`src/hw/sys_ctrl_pkg.sv`:
```
// ################################################
// System control package
// Data types and field positions shared by the control
// block, the error sources and the I/O decoder
// ################################################

package sys_ctrl_pkg;

  // widths that carry a meaning
  localparam int WD_CNT_W = 16;                  // watchdog counter

  typedef logic [31:0]         word_t;           // bus data word
  typedef logic [4:0]          pid_t;            // process id
  typedef logic [23:0]         code_addr_t;      // pc and sp width
  typedef logic [7:0]          err_no_t;         // error number
  typedef logic [7:0]          scs_bits_t;       // control/status field
  typedef logic [WD_CNT_W-1:0] wd_cnt_t;         // watchdog count

  // control register layout
  localparam int SCS_RST_BIT = 1;                // reset request
  localparam int CUR_PID_LSB = 8;                // current pid field
  localparam int ERR_PID_LSB = 13;               // error pid field

  // error register layout
  localparam int ERR_ADDR_LSB = 8;               // code address field

  // hardware error lines
  localparam int ERR_LINES   = 8;
  localparam int ERR_WD      = 0;                // watchdog line
  localparam int ERR_STACK   = 1;                // stack monitor line
  localparam int ERR_NO_BASE = 8;                // hw error numbers start here

endpackage

```
`src/hw/io_map_pkg.sv`:
```
// ################################################
// I/O map package
// Word addresses of the system control devices
// ################################################

package io_map_pkg;

  typedef logic [1:0] io_addr_t;                 // I/O word address

  localparam io_addr_t ADDR_SCS_CTRL = 2'd0;     // control/status
  localparam io_addr_t ADDR_SCS_ERR  = 2'd1;     // error record
  localparam io_addr_t ADDR_WD       = 2'd2;     // watchdog count
  localparam io_addr_t ADDR_STACK    = 2'd3;     // stack limit

endpackage

```
`src/hw/dev_bus_if.sv`:
```
// ################################################
// Device bus interface
// Select, write strobe, sub-address and data between
// the I/O decoder and one device
// ################################################

`timescale 1ns/100ps

interface dev_bus_if;
  import sys_ctrl_pkg::*;

  logic  sel;                                    // device addressed, strobe up
  logic  we;                                     // write cycle
  logic  sub;                                    // low address bit
  word_t wdata;
  word_t rdata;                                  // combinational from device

  modport ctrl (
    output sel,
    output we,
    output sub,
    output wdata,
    input  rdata
  );

  modport dev (
    input  sel,
    input  we,
    input  sub,
    input  wdata,
    output rdata
  );

endinterface

```
`src/hw/scs_regs.sv`:
```
// ################################################
// System control and status registers
// Control/status bits, process ids and the error record.
// Captures hardware errors and times a two-cycle
// system reset. Cleared only by the power-on restart.
// ################################################

`timescale 1ns/100ps

module scs_regs (
  input  logic                                clk,
  input  logic                                rst_trig0,
  dev_bus_if.dev                              bus,
  input  logic [sys_ctrl_pkg::ERR_LINES-1:0]  err_sig,
  input  sys_ctrl_pkg::code_addr_t            err_addr,
  output logic                                sys_rst,
  output sys_ctrl_pkg::pid_t                  cp_pid
);
  import sys_ctrl_pkg::*;

  scs_bits_t        scs_q;                       // control and status
  pid_t             cur_pid_q;
  pid_t             err_pid_q;
  code_addr_t       err_addr_q;                  // pc at capture
  err_no_t          err_no_q;
  logic             trig_a;                      // first trigger cycle
  logic             trig_b;                      // second trigger cycle
  logic             wr_ctrl;
  logic             wr_err;
  logic             err_ok;
  int               win_idx;
  word_t            rd_ctrl;
  word_t            rd_err;

  assign wr_ctrl = bus.sel & bus.we & ~bus.sub;
  assign wr_err  = bus.sel & bus.we & bus.sub;

  // no capture while a reset is pending or running
  assign err_ok = ~scs_q[SCS_RST_BIT] & ~trig_a & ~trig_b;

  // highest line wins
  always_comb begin
    win_idx = 0;
    for (int i = 0; i < ERR_LINES; i++) begin
      if (err_sig[i]) begin
        win_idx = i;
      end
    end
  end

  always_ff @(posedge clk) begin
    if (rst_trig0) begin
      scs_q      <= '0;
      cur_pid_q  <= '0;
      err_pid_q  <= '0;
      err_addr_q <= '0;
      err_no_q   <= '0;
      trig_a     <= 1'b0;
      trig_b     <= 1'b0;
    end else begin
      trig_a <= scs_q[SCS_RST_BIT];              // request seen for one cycle
      trig_b <= trig_a;
      if (scs_q[SCS_RST_BIT]) begin
        scs_q[SCS_RST_BIT] <= 1'b0;
      end
      if (wr_ctrl) begin
        scs_q     <= bus.wdata[$bits(scs_bits_t)-1:0];
        cur_pid_q <= bus.wdata[CUR_PID_LSB +: $bits(pid_t)];
        err_pid_q <= bus.wdata[ERR_PID_LSB +: $bits(pid_t)];
      end else if (wr_err) begin
        err_addr_q <= bus.wdata[ERR_ADDR_LSB +: $bits(code_addr_t)];
        err_no_q   <= bus.wdata[$bits(err_no_t)-1:0];
      end else if (err_ok && (|err_sig)) begin
        scs_q[SCS_RST_BIT] <= 1'b1;
        err_addr_q         <= err_addr;
        err_no_q           <= err_no_t'(ERR_NO_BASE + win_idx);
      end
    end
  end

  // read-back mirrors the write layout
  always_comb begin
    rd_ctrl = '0;
    rd_ctrl[$bits(scs_bits_t)-1:0]          = scs_q;
    rd_ctrl[CUR_PID_LSB +: $bits(pid_t)]    = cur_pid_q;
    rd_ctrl[ERR_PID_LSB +: $bits(pid_t)]    = err_pid_q;
    rd_err = '0;
    rd_err[ERR_ADDR_LSB +: $bits(code_addr_t)] = err_addr_q;
    rd_err[$bits(err_no_t)-1:0]             = err_no_q;
  end

  assign bus.rdata = bus.sub ? rd_err : rd_ctrl;

  assign sys_rst = rst_trig0 | trig_a | trig_b;  // two-cycle pulse
  assign cp_pid  = cur_pid_q;

endmodule

```
`src/hw/watchdog.sv`:
```
// ################################################
// Watchdog timer
// Software-loaded down-counter. Flags an error for one
// cycle when it runs out; zero means disabled.
// ################################################

`timescale 1ns/100ps

module watchdog (
  input  logic    clk,
  input  logic    sys_rst,
  dev_bus_if.dev  bus,
  output logic    err
);
  import sys_ctrl_pkg::*;

  wd_cnt_t cnt_q;                                // remaining count
  logic    err_q;
  logic    wr;

  assign wr = bus.sel & bus.we;

  always_ff @(posedge clk) begin
    if (sys_rst) begin
      cnt_q <= '0;
      err_q <= 1'b0;
    end else begin
      if (wr) begin
        cnt_q <= bus.wdata[WD_CNT_W-1:0];        // reload
        err_q <= 1'b0;
      end else if (cnt_q != '0) begin
        cnt_q <= cnt_q - wd_cnt_t'(1);
        err_q <= (cnt_q == wd_cnt_t'(1));        // hits zero now
      end else begin
        err_q <= 1'b0;
      end
    end
  end

  assign err = err_q;

  // count zero-extended to a bus word
  assign bus.rdata = word_t'(cnt_q);

endmodule

```
`src/hw/stack_monitor.sv`:
```
// ################################################
// Stack limit monitor
// Flags overflow while the stack pointer is below
// the programmed limit; a zero limit disables it
// ################################################

`timescale 1ns/100ps

module stack_monitor (
  input  logic                      clk,
  input  logic                      sys_rst,
  dev_bus_if.dev                    bus,
  input  sys_ctrl_pkg::code_addr_t  sp,
  output logic                      err
);
  import sys_ctrl_pkg::*;

  code_addr_t limit_q;
  logic       ovf_q;                             // registered compare
  logic       wr;

  assign wr = bus.sel & bus.we;

  always_ff @(posedge clk) begin
    if (sys_rst) begin
      limit_q <= '0;
      ovf_q   <= 1'b0;
    end else begin
      if (wr) begin
        limit_q <= bus.wdata[$bits(code_addr_t)-1:0];
      end
      ovf_q <= (limit_q != '0) && (sp < limit_q); // stack grows down
    end
  end

  assign err = ovf_q;

  always_comb begin
    bus.rdata = '0;
    bus.rdata[$bits(code_addr_t)-1:0] = limit_q;
    bus.rdata[$bits(word_t)-1]        = ovf_q;    // overflow flag
  end

endmodule

```
`src/hw/io_decode.sv`:
```
// ################################################
// I/O decoder
// Turns the strobe bus into device selects and picks
// the read data of the addressed device
// ################################################

`timescale 1ns/100ps

module io_decode (
  input  logic                    io_stb,
  input  logic                    io_we,
  input  io_map_pkg::io_addr_t    io_addr,
  input  sys_ctrl_pkg::word_t     io_wdata,
  output sys_ctrl_pkg::word_t     io_rdata,
  output logic                    io_ack,
  dev_bus_if.ctrl                 scs,
  dev_bus_if.ctrl                 wd,
  dev_bus_if.ctrl                 stk
);
  import io_map_pkg::*;

  // control block owns two words
  assign scs.sel = io_stb & ((io_addr == ADDR_SCS_CTRL) | (io_addr == ADDR_SCS_ERR));
  assign wd.sel  = io_stb & (io_addr == ADDR_WD);
  assign stk.sel = io_stb & (io_addr == ADDR_STACK);

  assign scs.we    = io_we;
  assign wd.we     = io_we;
  assign stk.we    = io_we;

  assign scs.sub   = io_addr[0];
  assign wd.sub    = io_addr[0];
  assign stk.sub   = io_addr[0];

  assign scs.wdata = io_wdata;
  assign wd.wdata  = io_wdata;
  assign stk.wdata = io_wdata;

  always_comb begin
    io_rdata = '0;                               // idle bus reads zero
    if (io_stb) begin
      unique case (io_addr)
        ADDR_SCS_CTRL,
        ADDR_SCS_ERR:  io_rdata = scs.rdata;
        ADDR_WD:       io_rdata = wd.rdata;
        ADDR_STACK:    io_rdata = stk.rdata;
      endcase
    end
  end

  assign io_ack = io_stb;                        // no wait states

endmodule

```
`src/hw/sys_ctrl_top.sv`:
```
// ################################################
// System control top level
// Joins the I/O decoder, the control registers and
// the watchdog and stack error sources
// ################################################

`timescale 1ns/100ps

module sys_ctrl_top (
  input  logic                                  clk,
  input  logic                                  rst_trig0,
  input  logic                                  io_stb,
  input  logic                                  io_we,
  input  io_map_pkg::io_addr_t                  io_addr,
  input  sys_ctrl_pkg::word_t                   io_wdata,
  output sys_ctrl_pkg::word_t                   io_rdata,
  output logic                                  io_ack,
  input  sys_ctrl_pkg::code_addr_t              pc,
  input  sys_ctrl_pkg::code_addr_t              sp,
  input  logic [sys_ctrl_pkg::ERR_LINES-3:0]    err_ext,
  output logic                                  sys_rst,
  output sys_ctrl_pkg::pid_t                    cp_pid
);
  import sys_ctrl_pkg::*;

  logic [ERR_LINES-1:0] err_sig;
  logic                 wd_err;
  logic                 stk_err;

  dev_bus_if scs_bus ();
  dev_bus_if wd_bus ();
  dev_bus_if stk_bus ();

  assign err_sig[ERR_WD]                  = wd_err;
  assign err_sig[ERR_STACK]               = stk_err;
  assign err_sig[ERR_LINES-1:ERR_STACK+1] = err_ext;  // external lines 2..7

  io_decode u_io_decode (
    .io_stb   (io_stb),
    .io_we    (io_we),
    .io_addr  (io_addr),
    .io_wdata (io_wdata),
    .io_rdata (io_rdata),
    .io_ack   (io_ack),
    .scs      (scs_bus.ctrl),
    .wd       (wd_bus.ctrl),
    .stk      (stk_bus.ctrl)
  );

  scs_regs u_scs_regs (
    .clk       (clk),
    .rst_trig0 (rst_trig0),
    .bus       (scs_bus.dev),
    .err_sig   (err_sig),
    .err_addr  (pc),
    .sys_rst   (sys_rst),
    .cp_pid    (cp_pid)
  );

  watchdog u_watchdog (
    .clk     (clk),
    .sys_rst (sys_rst),
    .bus     (wd_bus.dev),
    .err     (wd_err)
  );

  stack_monitor u_stack_monitor (
    .clk     (clk),
    .sys_rst (sys_rst),
    .bus     (stk_bus.dev),
    .sp      (sp),
    .err     (stk_err)
  );

endmodule

```
`config.mk`:
```
export PLATFORM = sky130hd
export DESIGN_NAME = sys_ctrl_top
export DESIGN_NICKNAME = d
export VERILOG_FILES = /design/src/hw/sys_ctrl_pkg.sv /design/src/hw/io_map_pkg.sv /design/src/hw/dev_bus_if.sv /design/src/hw/scs_regs.sv /design/src/hw/watchdog.sv /design/src/hw/stack_monitor.sv /design/src/hw/io_decode.sv /design/src/hw/sys_ctrl_top.sv
export SDC_FILE = /design/constraint.sdc
export NUM_CORES = 1
export LEC_CHECK = 0
export BUFFER_PORTS_ARGS = -buffer_cell sky130_fd_sc_hd__clkbuf_2
export CAP_MARGIN = 10
export CELL_PAD_IN_SITES_DETAIL_PLACEMENT = 1
export CELL_PAD_IN_SITES_GLOBAL_PLACEMENT = 2
export CORE_MARGIN = 2
export CORE_UTILIZATION = 34
export CTS_CLUSTER_DIAMETER = 60
export DETAILED_ROUTE_END_ITERATION = 8
export PLACE_DENSITY_LB_ADDON = 0.1
export SYNTH_ARGS = -nofsm -noshare
export SYNTH_HDL_FRONTEND = slang
export SYNTH_SLANG_ARGS = --single-unit
export TNS_END_PERCENT = 100
```
`constraint.sdc`:
```
create_clock -name clk -period 5.8 [get_ports clk]
set_clock_uncertainty 0.2 [all_clocks]
set_input_delay 0.87 -clock clk [delete_from_list [all_inputs] [get_ports clk]]
set_output_delay 0.87 -clock clk [all_outputs]
set_load 0.02 [all_outputs]
```
Word-level counts from Yosys, hierarchy flattened
Cells that the tools add are included.
{"block": "totals", "reg_bits": 94, "word_cells": 68, "output_inout_bits": 39}
{"block": "op_classes", "n_eq_ne": 4, "muxes": 19, "n_lt_le_gt_ge": 1, "bitwise_logic": 19, "addsub": 2, "reduce_logical": 11}
{"operator": "32-bit one-hot mux with 3 select lines", "n": 1}
{"operator": "32-bit 2-to-1 mux", "n": 2}
{"operator": "24-bit 2-to-1 mux", "n": 2}
{"operator": "16-bit 2-to-1 mux", "n": 2}
{"operator": "24-bit < comparator", "n": 1}
{"operator": "24-bit nonzero test", "n": 1}
{"operator": "16-bit by 1-bit equality test with 1-bit output, second input constant", "n": 1}
{"operator": "8-bit 2-to-1 mux", "n": 2}
{"operator": "16-bit nonzero test", "n": 1}
{"operator": "16-bit by 1-bit subtractor with 16-bit output, second input constant", "n": 1}
{"operator": "3-bit 2-to-1 mux", "n": 4}
{"operator": "1-bit AND", "n": 10}
{"operator": "8-bit OR reduction", "n": 1}
{"operator": "1-bit inverter", "n": 6}
{"operator": "4-bit by 3-bit adder with 5-bit output, first input constant", "n": 1}
{"operator": "2-bit equality test, second input constant", "n": 2}
{"operator": "1-bit 2-to-1 mux", "n": 4}
{"operator": "2-bit 2-to-1 mux", "n": 2}
{"operator": "2-bit nonzero test", "n": 2}
{"operator": "1-bit bitwise OR", "n": 3}
{"operator": "3-bit OR reduction", "n": 1}
{"operator": "2-bit by 1-bit equality test with 1-bit output, second input constant", "n": 1}
{"operator": "1-bit logical AND", "n": 2}
{"operator": "2-bit logical NOT", "n": 1}
{"operator": "other kinds (2)", "n": 2}

Logic depth before layout (Yosys ltp)
Gate-level depths: netlist of the first run.
{"block": "depth", "depth_word": 10, "depth_mapped": 8, "ltp_nobuf": 7}

By module
From an unflattened synthesis of the first run, not the netlist that was laid out.
{"block": "hier_totals", "hier_cells": 873, "area_unflattened_um2": 6726.5}
{"module": "scs_regs", "n_inst": 1, "area_each_um2": 2473.6, "seq_area_each_um2": 1041.0, "cells_each": 307}
{"module": "io_decode", "n_inst": 1, "area_each_um2": 1551.5, "seq_area_each_um2": 0.0, "cells_each": 217}
{"module": "stack_monitor", "n_inst": 1, "area_each_um2": 1539.0, "seq_area_each_um2": 500.5, "cells_each": 206}
{"module": "watchdog", "n_inst": 1, "area_each_um2": 1162.4, "seq_area_each_um2": 340.3, "cells_each": 143}

Worst setup path after synthesis of the first run
OpenSTA, ideal clock, no wires.
{"block": "synth_timing", "kind": "in2out", "startpoint": "input port io_addr[0]", "endpoint": "output port io_rdata[0]", "n_path_buf": 3, "slack_ns": 2.657, "cell_stages": 5, "t_required_ns": 4.730, "arrival_time_ns": 2.073, "cell_sequence": "buf_2 buf_2 buf_2 mux4_2 and2_1"}
{"block": "synth_via", "elab_chain_cells": 4, "elab_cells_between_ends": 8, "classes_between": "eq/ne: 3; mux: 3; reduce/logical: 2"}
{"item": "start, declared", "line": "sys_ctrl_top.sv:14", "source": "input io_map_pkg::io_addr_t io_addr,"}
{"item": "2-bit by 1-bit equality test with 1-bit output / 2-bit logical NOT (equally long branches)", "line": "io_decode.sv:42", "source": "unique case (io_addr)"}
{"item": "2-bit OR reduction", "line": "io_decode.sv:42"}
{"item": "32-bit one-hot mux with 3 select lines (*)", "line": "io_decode.sv:42"}
{"item": "32-bit 2-to-1 mux (*)", "line": "io_decode.sv:41", "source": "if (io_stb) begin"}
{"item": "end, declared", "line": "sys_ctrl_top.sv:16", "source": "output sys_ctrl_pkg::word_t io_rdata,"}
Mark *: on every way between the ends. The rest lies on a longest branch, timed or not.

Worst setup path after layout of the first run
{"block": "layout_timing", "startpoint": "input port io_addr[0]", "endpoint": "output port io_rdata[25]"}
The elaborated chain is that of the path after synthesis.

==> results.toml, run 1 <==
[sta]
setup-tns-final_ps = 0
worst_pin_slew_ps = 1107
rsz0062_at_grt = "no"
holdWs_ps = 263.0
drv_slew = 0
period_minus_slack_ps = 3740
hold_viol = 0
min_period_over_period_pct = 64.48
slew_headroom_pct = 25.93
finalSetupViolCount = 0
max_freq_mhz = 267.4

[floorplanning]
rows = 45
dieArea_um2 = 16540
coreArea_um2 = 15200
start_util_pct = 34.72
die_x_um = 128.6
die_height_um = 128.6
io_pins = 131

[power]
pwr-share-seq_pct = 39.4
p_leak_uw = 0.002619
ir_drop_mv = 0.1512
power_density_nw_per_um2 = 337.5
p_comb_share_pct = 31.9
p_clk_share_pct = 28.7
p_sw_share_pct = 35.02
internal_power_uw = 1389
net-switching-power_uw = 748.3

[route]
dr.pass1.iters = 4
avgRoutedWirePerCell_um = 19.38
antenna_left = 0
vias = 4962
wl_mm = 18.06
avgViaCountPerCell = 5.324
drt_iter0_drc = 201
drc = 0

[worst_setup_path]
crit_top_cell = "clkbuf_2"
slowest_delay_ps = 650
crit_type = "primary input to primary output"
endpoint_kind = "primary output"
cp-start-kind = "primary input"
r2r_setup_slack_ps = 3360
crit_slowest_cell = "clkbuf_2"
path_max_fanout = 26
crit_buf_inv = 2
crit_path_cell_trace = "clkbuf_2 > nand2_1 > nor2_1 > and2_1 > clkbuf_2"
worstPathRequired_ps = 4730
crit_arrival_ps = 2670
cp_top_family = "simple AND/OR/NAND/NOR gates"

[cells_and_area]
drive_gt1_share_pct = 23.39
synthToLayoutAreaGrowth_pct = 19.96
fin_util_pct = 41.65
nNetsFinal = 857
fillers = 1882
antenna_cells = 0

[clock_tree]
htreeDepth = 3
cts_resized = 0
cts_setup_buffers = 0
hold_buffers = 0
root_buffer = "clkbuf_16"
cts_sinks = 94
clock_latency_ps = 350
cts_tree = "built"
clk_pin_slew_ps = 60
cts_inserted_buffers = 9
max-clock-path-buffers = 2

[yosys]
synthArstFlopShare_pct = 0
synthCells = 630
synth_edf_count = 0
ys_warn_count = 0
syn_nets = 748
syn_area_per_cell_um2 = 8.379
synth_seq_cells = 94
synth_cell_types = 48
synthFlopType = "dfxtp_1"
syn_area_um2 = 5279
yosysSeqAreaShare_pct = 35.65

[place]
finalWeightedCongestion = 0.8211
portBuffers = 130
dp_hpwl_mm = 13.34

[global_route]
grt_overflow = 0
grt_max_degree = 56
grt-busiest-layer = "met2"
globalRouteMet3Util_pct = 3.035
track_usage_pct = 22.37
first_global_vias = 5279
antenna_found_initial = 0
met1_usage_pct = 29.44
grt_pass1_wl_mm = 28.58
met2_usage_pct = 38.92

[hold_path]
hold_path_class = "flop to flop"

[run]
cap_violations = 0

[status]
status = "complete, no violations"
==> cell families (layout without fill, tap and decap cells) <==
kind of cell,Yosys count,in the layout,synth area share [%]
AND/OR/NAND/NOR,249,249,22.23
multiplexers,50,50,13.27
flip-flops,94,94,35.65
AO/OA/AOI/OAI,129,129,14.48
buffers and inverters,68,182,5.878
adder cells (fa/ha/maj),26,26,6.163
XOR/XNOR,14,14,2.323
==> synth_stat cells, types with 11 or more instances <==
cell | count | share of area [%]
nand2_1 | 118 | 8.4
dfxtp_1 | 94 | 36
a21oi_1 | 66 | 6.3
nor2_1 | 53 | 3.8
mux2i_1 | 34 | 6.4
a211oi_1 | 28 | 4.0
inv_1 | 28 | 2.0
and2_1 | 26 | 3.1
ha_1 | 26 | 6.2
clkbuf_1 | 25 | 1.8
mux4_2 | 16 | 6.8
nor4_1 | 12 | 1.4
o21ai_0 | 12 | 1.1
xor2_1 | 11 | 1.8
==> state kept, by name, indices dropped and copies added, names as in the netlist <==
signal	flops
u_scs_regs.err_no_q	8
u_watchdog.cnt_q	16
u_scs_regs.err_addr_q	24
u_scs_regs.scs_q	8
u_stack_monitor.limit_q	24
u_scs_regs.cp_pid	5
u_scs_regs.trig_a	1
u_scs_regs.trig_b	1
u_stack_monitor.err	1
u_watchdog.err	1
u_scs_regs.err_pid_q	5
==> routing by layer <==
layer | share of wire (%) | wire, µm
met2 | 49 | 8929
met1 | 46 | 8393
met5 | 0 | 0
met3 | 3.1 | 561
met4 | 0.96 | 174
==> worst min-delay path, cell delays in order, from the launching register on <==
cell and delay (ps):
dfxtp_1 310, nand2_1 50, a21oi_1 50
==> placed cells by master, fill, tap and decap left out, types with 2 or more instances in the layout <==
cell type,synthesis,final
nor3_1,5,5
o211ai_1,2,2
clkbuf_16,0,9
inv_1,28,28
or4_1,2,2
and4_1,3,3
nand2_1,118,117
and2_1,26,26
o21ai_0,12,12
nand2b_1,4,4
xnor2_1,3,3
nand3_1,3,3
clkbuf_1,25,2
or3_1,2,2
o22ai_1,2,2
dfxtp_1,94,94
nor2b_1,4,4
ha_1,26,26
clkbuf_2,0,130
nand3b_1,5,5
a21oi_1,66,66
a211oi_1,28,28
nand4_1,5,5
xor2_1,11,11
mux2i_1,34,34
nor4_2,2,2
nor4_1,12,12
clkbuf_8,0,2
buf_4,1,7
o21ai_1,9,9
nor2_1,53,53
mux4_2,16,16
a31oi_1,2,2
==> layout make-up <==
type	count	area (µm²)	area share [%]
Multi-Input combinational cell	468	3100	48.96
Clock buffer	13	260.3	4.110
Timing Repair Buffer	137	703.2	11.10
Tap cell	188	235.2	3.715
Clock inverter	3	42.54	0.6718
Sequential cell	94	1882	29.72
Inverter	29	108.9	1.719
==> power by group through the flow <==
stage	Combinational, µW	Sequential, µW	Clock [µW]
6_report	681	842	614
2_1_floorplan	530	813	0
3_3_place_gp	667	854	0
4_1_cts	689	841	629
3_5_place_dp	684	854	0
5_1_grt	763	855	655
==> worst paths after layout <==
check,start,endpoint,cells after the start
worst max-delay path,io_addr[0],io_rdata[25],5
worst min-delay path,u_scs_regs.err_pid_q[3],u_scs_regs.err_pid_q[3],2
worst max register to register,u_watchdog.cnt_q[8],u_watchdog.cnt_q[5],5
worst min register to register,u_scs_regs.err_pid_q[3],u_scs_regs.err_pid_q[3],2
==> per-stage QoR <==
step | power (µW) | worst slack [ps] | std cells | instance area, µm²
5_1_grt | 2274 | 1849 | 932 | 6332
3_3_place_gp | 1521 | 2112 | 916 | 6030
2_1_floorplan | 1343 | 2657 | 630 | 5279
3_5_place_dp | 1538 | 1993 | 916 | 6030
6_report | 2137 | 2060 | 932 | 6332
4_1_cts | 2159 | 2056 | 932 | 6332
(Power assumes the default switching activity.)
==> inputs of run 2 (changes only) <==
Settings changed: CORE_UTILIZATION 34 to 31.
Clock period 5.8 ns to 3.9 ns, I/O delays scaled along.
==> run 2 against run 1 <==
First-iteration DRC count decreased by 17%. Final area increased by 2.1%. Non-clock buffer count increased by 10.
==> results.toml, run 2 (synthesis gave the netlist of run 1 again) <==
[sta]
period_minus_slack_ps = 2959
max_freq_mhz = 337.9
drv_slew = 0
setup-tns-final_ps = 0
slew_headroom_pct = 35.79
finalSetupViolCount = 0
hold_viol = 0
worst_pin_slew_ps = 960.0
rsz0062_at_grt = "no"
setup_ws_ps = 940.5
min_period_over_period_pct = 75.88

[clock_tree]
cts_inserted_buffers = 9
clock_latency_ps = 350
htreeDepth = 3
cts_tree = "built"
max-clock-path-buffers = 2
cts_resized = 0
hold_buffers = 0
root_buffer = "clkbuf_16"
cts_sinks = 94
cts_setup_buffers = 0
clk_pin_slew_ps = 60

[global_route]
met2_usage_pct = 36.42
antenna_found_initial = 0
grt_pass1_wl_mm = 29.61
grt_overflow = 0
met1_usage_pct = 28.55
grt_max_degree = 53
first_global_vias = 5327
globalRouteMet3Util_pct = 2.553
track_usage_pct = 21.39
grt-busiest-layer = "met2"

[cells_and_area]
post-route-cell-area_um2 = 6466
layoutNonFillerInstCount = 973
drive_gt1_share_pct = 24.44
layout_common_cells = "clkbuf_2 (130), nand2_1 (117), dfxtp_1 (94), a21oi_1 (66), nor2_1 (53)"
nNetsFinal = 867
final_common_cell = "clkbuf_2"
antenna_cells = 0
fin_util_pct = 38.85
reg.largest.list = "u_scs_regs.err_addr_q (24), u_stack_monitor.limit_q (24), u_watchdog.cnt_q (16)"
synthToLayoutAreaGrowth_pct = 22.49

[route]
dr.pass1.iters = 4
drt_iter0_drc = 166
avgViaCountPerCell = 5.181
avgRoutedWirePerCell_um = 19.34
drc = 0
antenna_left = 0
vias = 5041
wl_mm = 18.82

[worst_setup_path]
worstPathRequired_ps = 3120
endpoint_kind = "primary output"
cp-start-kind = "primary input"
ff2ff_path_depth = 5
crit_type = "primary input to primary output"
r2r_setup_slack_ps = 1460
crit_arrival_ps = 2170
path_max_fanout = 22

[floorplanning]
die_height_um = 134.5
die_x_um = 134.5
start_util_pct = 31.72
coreArea_um2 = 16640
rows = 47
dieArea_um2 = 18090
io_pins = 131

[power]
p_leak_uw = 0.002674
ir_drop_mv = 0.2620
power_density_nw_per_um2 = 493.8

[place]
portBuffers = 130
placed_area_um2 = 6176
finalWeightedCongestion = 0.8306
pre_cts_ws_ps = 935.3
dp.cells = 958
dp_hpwl_mm = 14.18

[run]
cap_violations = 0

[hold_path]
hold_path_class = "flop to flop"
whs_path_depth = 2

[status]
status = "complete, no violations"
run 2: cell types whose count changed in the layout (fill, tap and decap cells not counted), sizes merged:
cell | before | now
buf | 7 | 17
clkbuf | 143 | 141
clkinv | 1 | 2
run 2: worst max-delay path, stage by stage:
cell	delay [ps]
clkbuf_2	560
buf_4	350
mux4_2	330
and2_1	180
clkbuf_2	160
run 2: final timing paths:
path / end / start
max reg2reg: u_watchdog.cnt_q[5] / u_watchdog.cnt_q[8]
min reg2reg: u_scs_regs.scs_q[7] / u_scs_regs.scs_q[7]
max: io_rdata[15] / io_addr[1]
min: u_scs_regs.scs_q[7] / u_scs_regs.scs_q[7]
run 2: cell type report:
class / instances / area [µm²]
sequential: 94 / 1882
fill: 2036 / 10180
inverter: 29 / 108.9
clock buffer: 11 / 242.7
clock inverter: 4 / 47.55
tap: 220 / 275.3
timing repair buffer: 147 / 803.3
multi-input combinational: 468 / 3107
run 2: layer usage:
metal,up-vias,part of all wire [%]
li1,2445,-
met1,2451,46
met2,128,48
met3,17,4.2
met4,0,1.5
met5,-,0
run 2: report_power, final:
| part | internal [µW] | leakage, µW | switching, µW |
|---|---|---|---|
| combinational | 463 | 0.00176 | 583 |
| sequential | 1080 | 0.000768 | 179 |
| clock | 509 | 0.000141 | 376 |
run 2: metrics by stage:
step	power [µW]	hold WS, ps
after CTS	3219	261.4
after detailed placement	2318	252.4
final	3193	259.6
after floorplan	1997	233.4
after global routing	3392	287.3
after global placement	2295	238.8
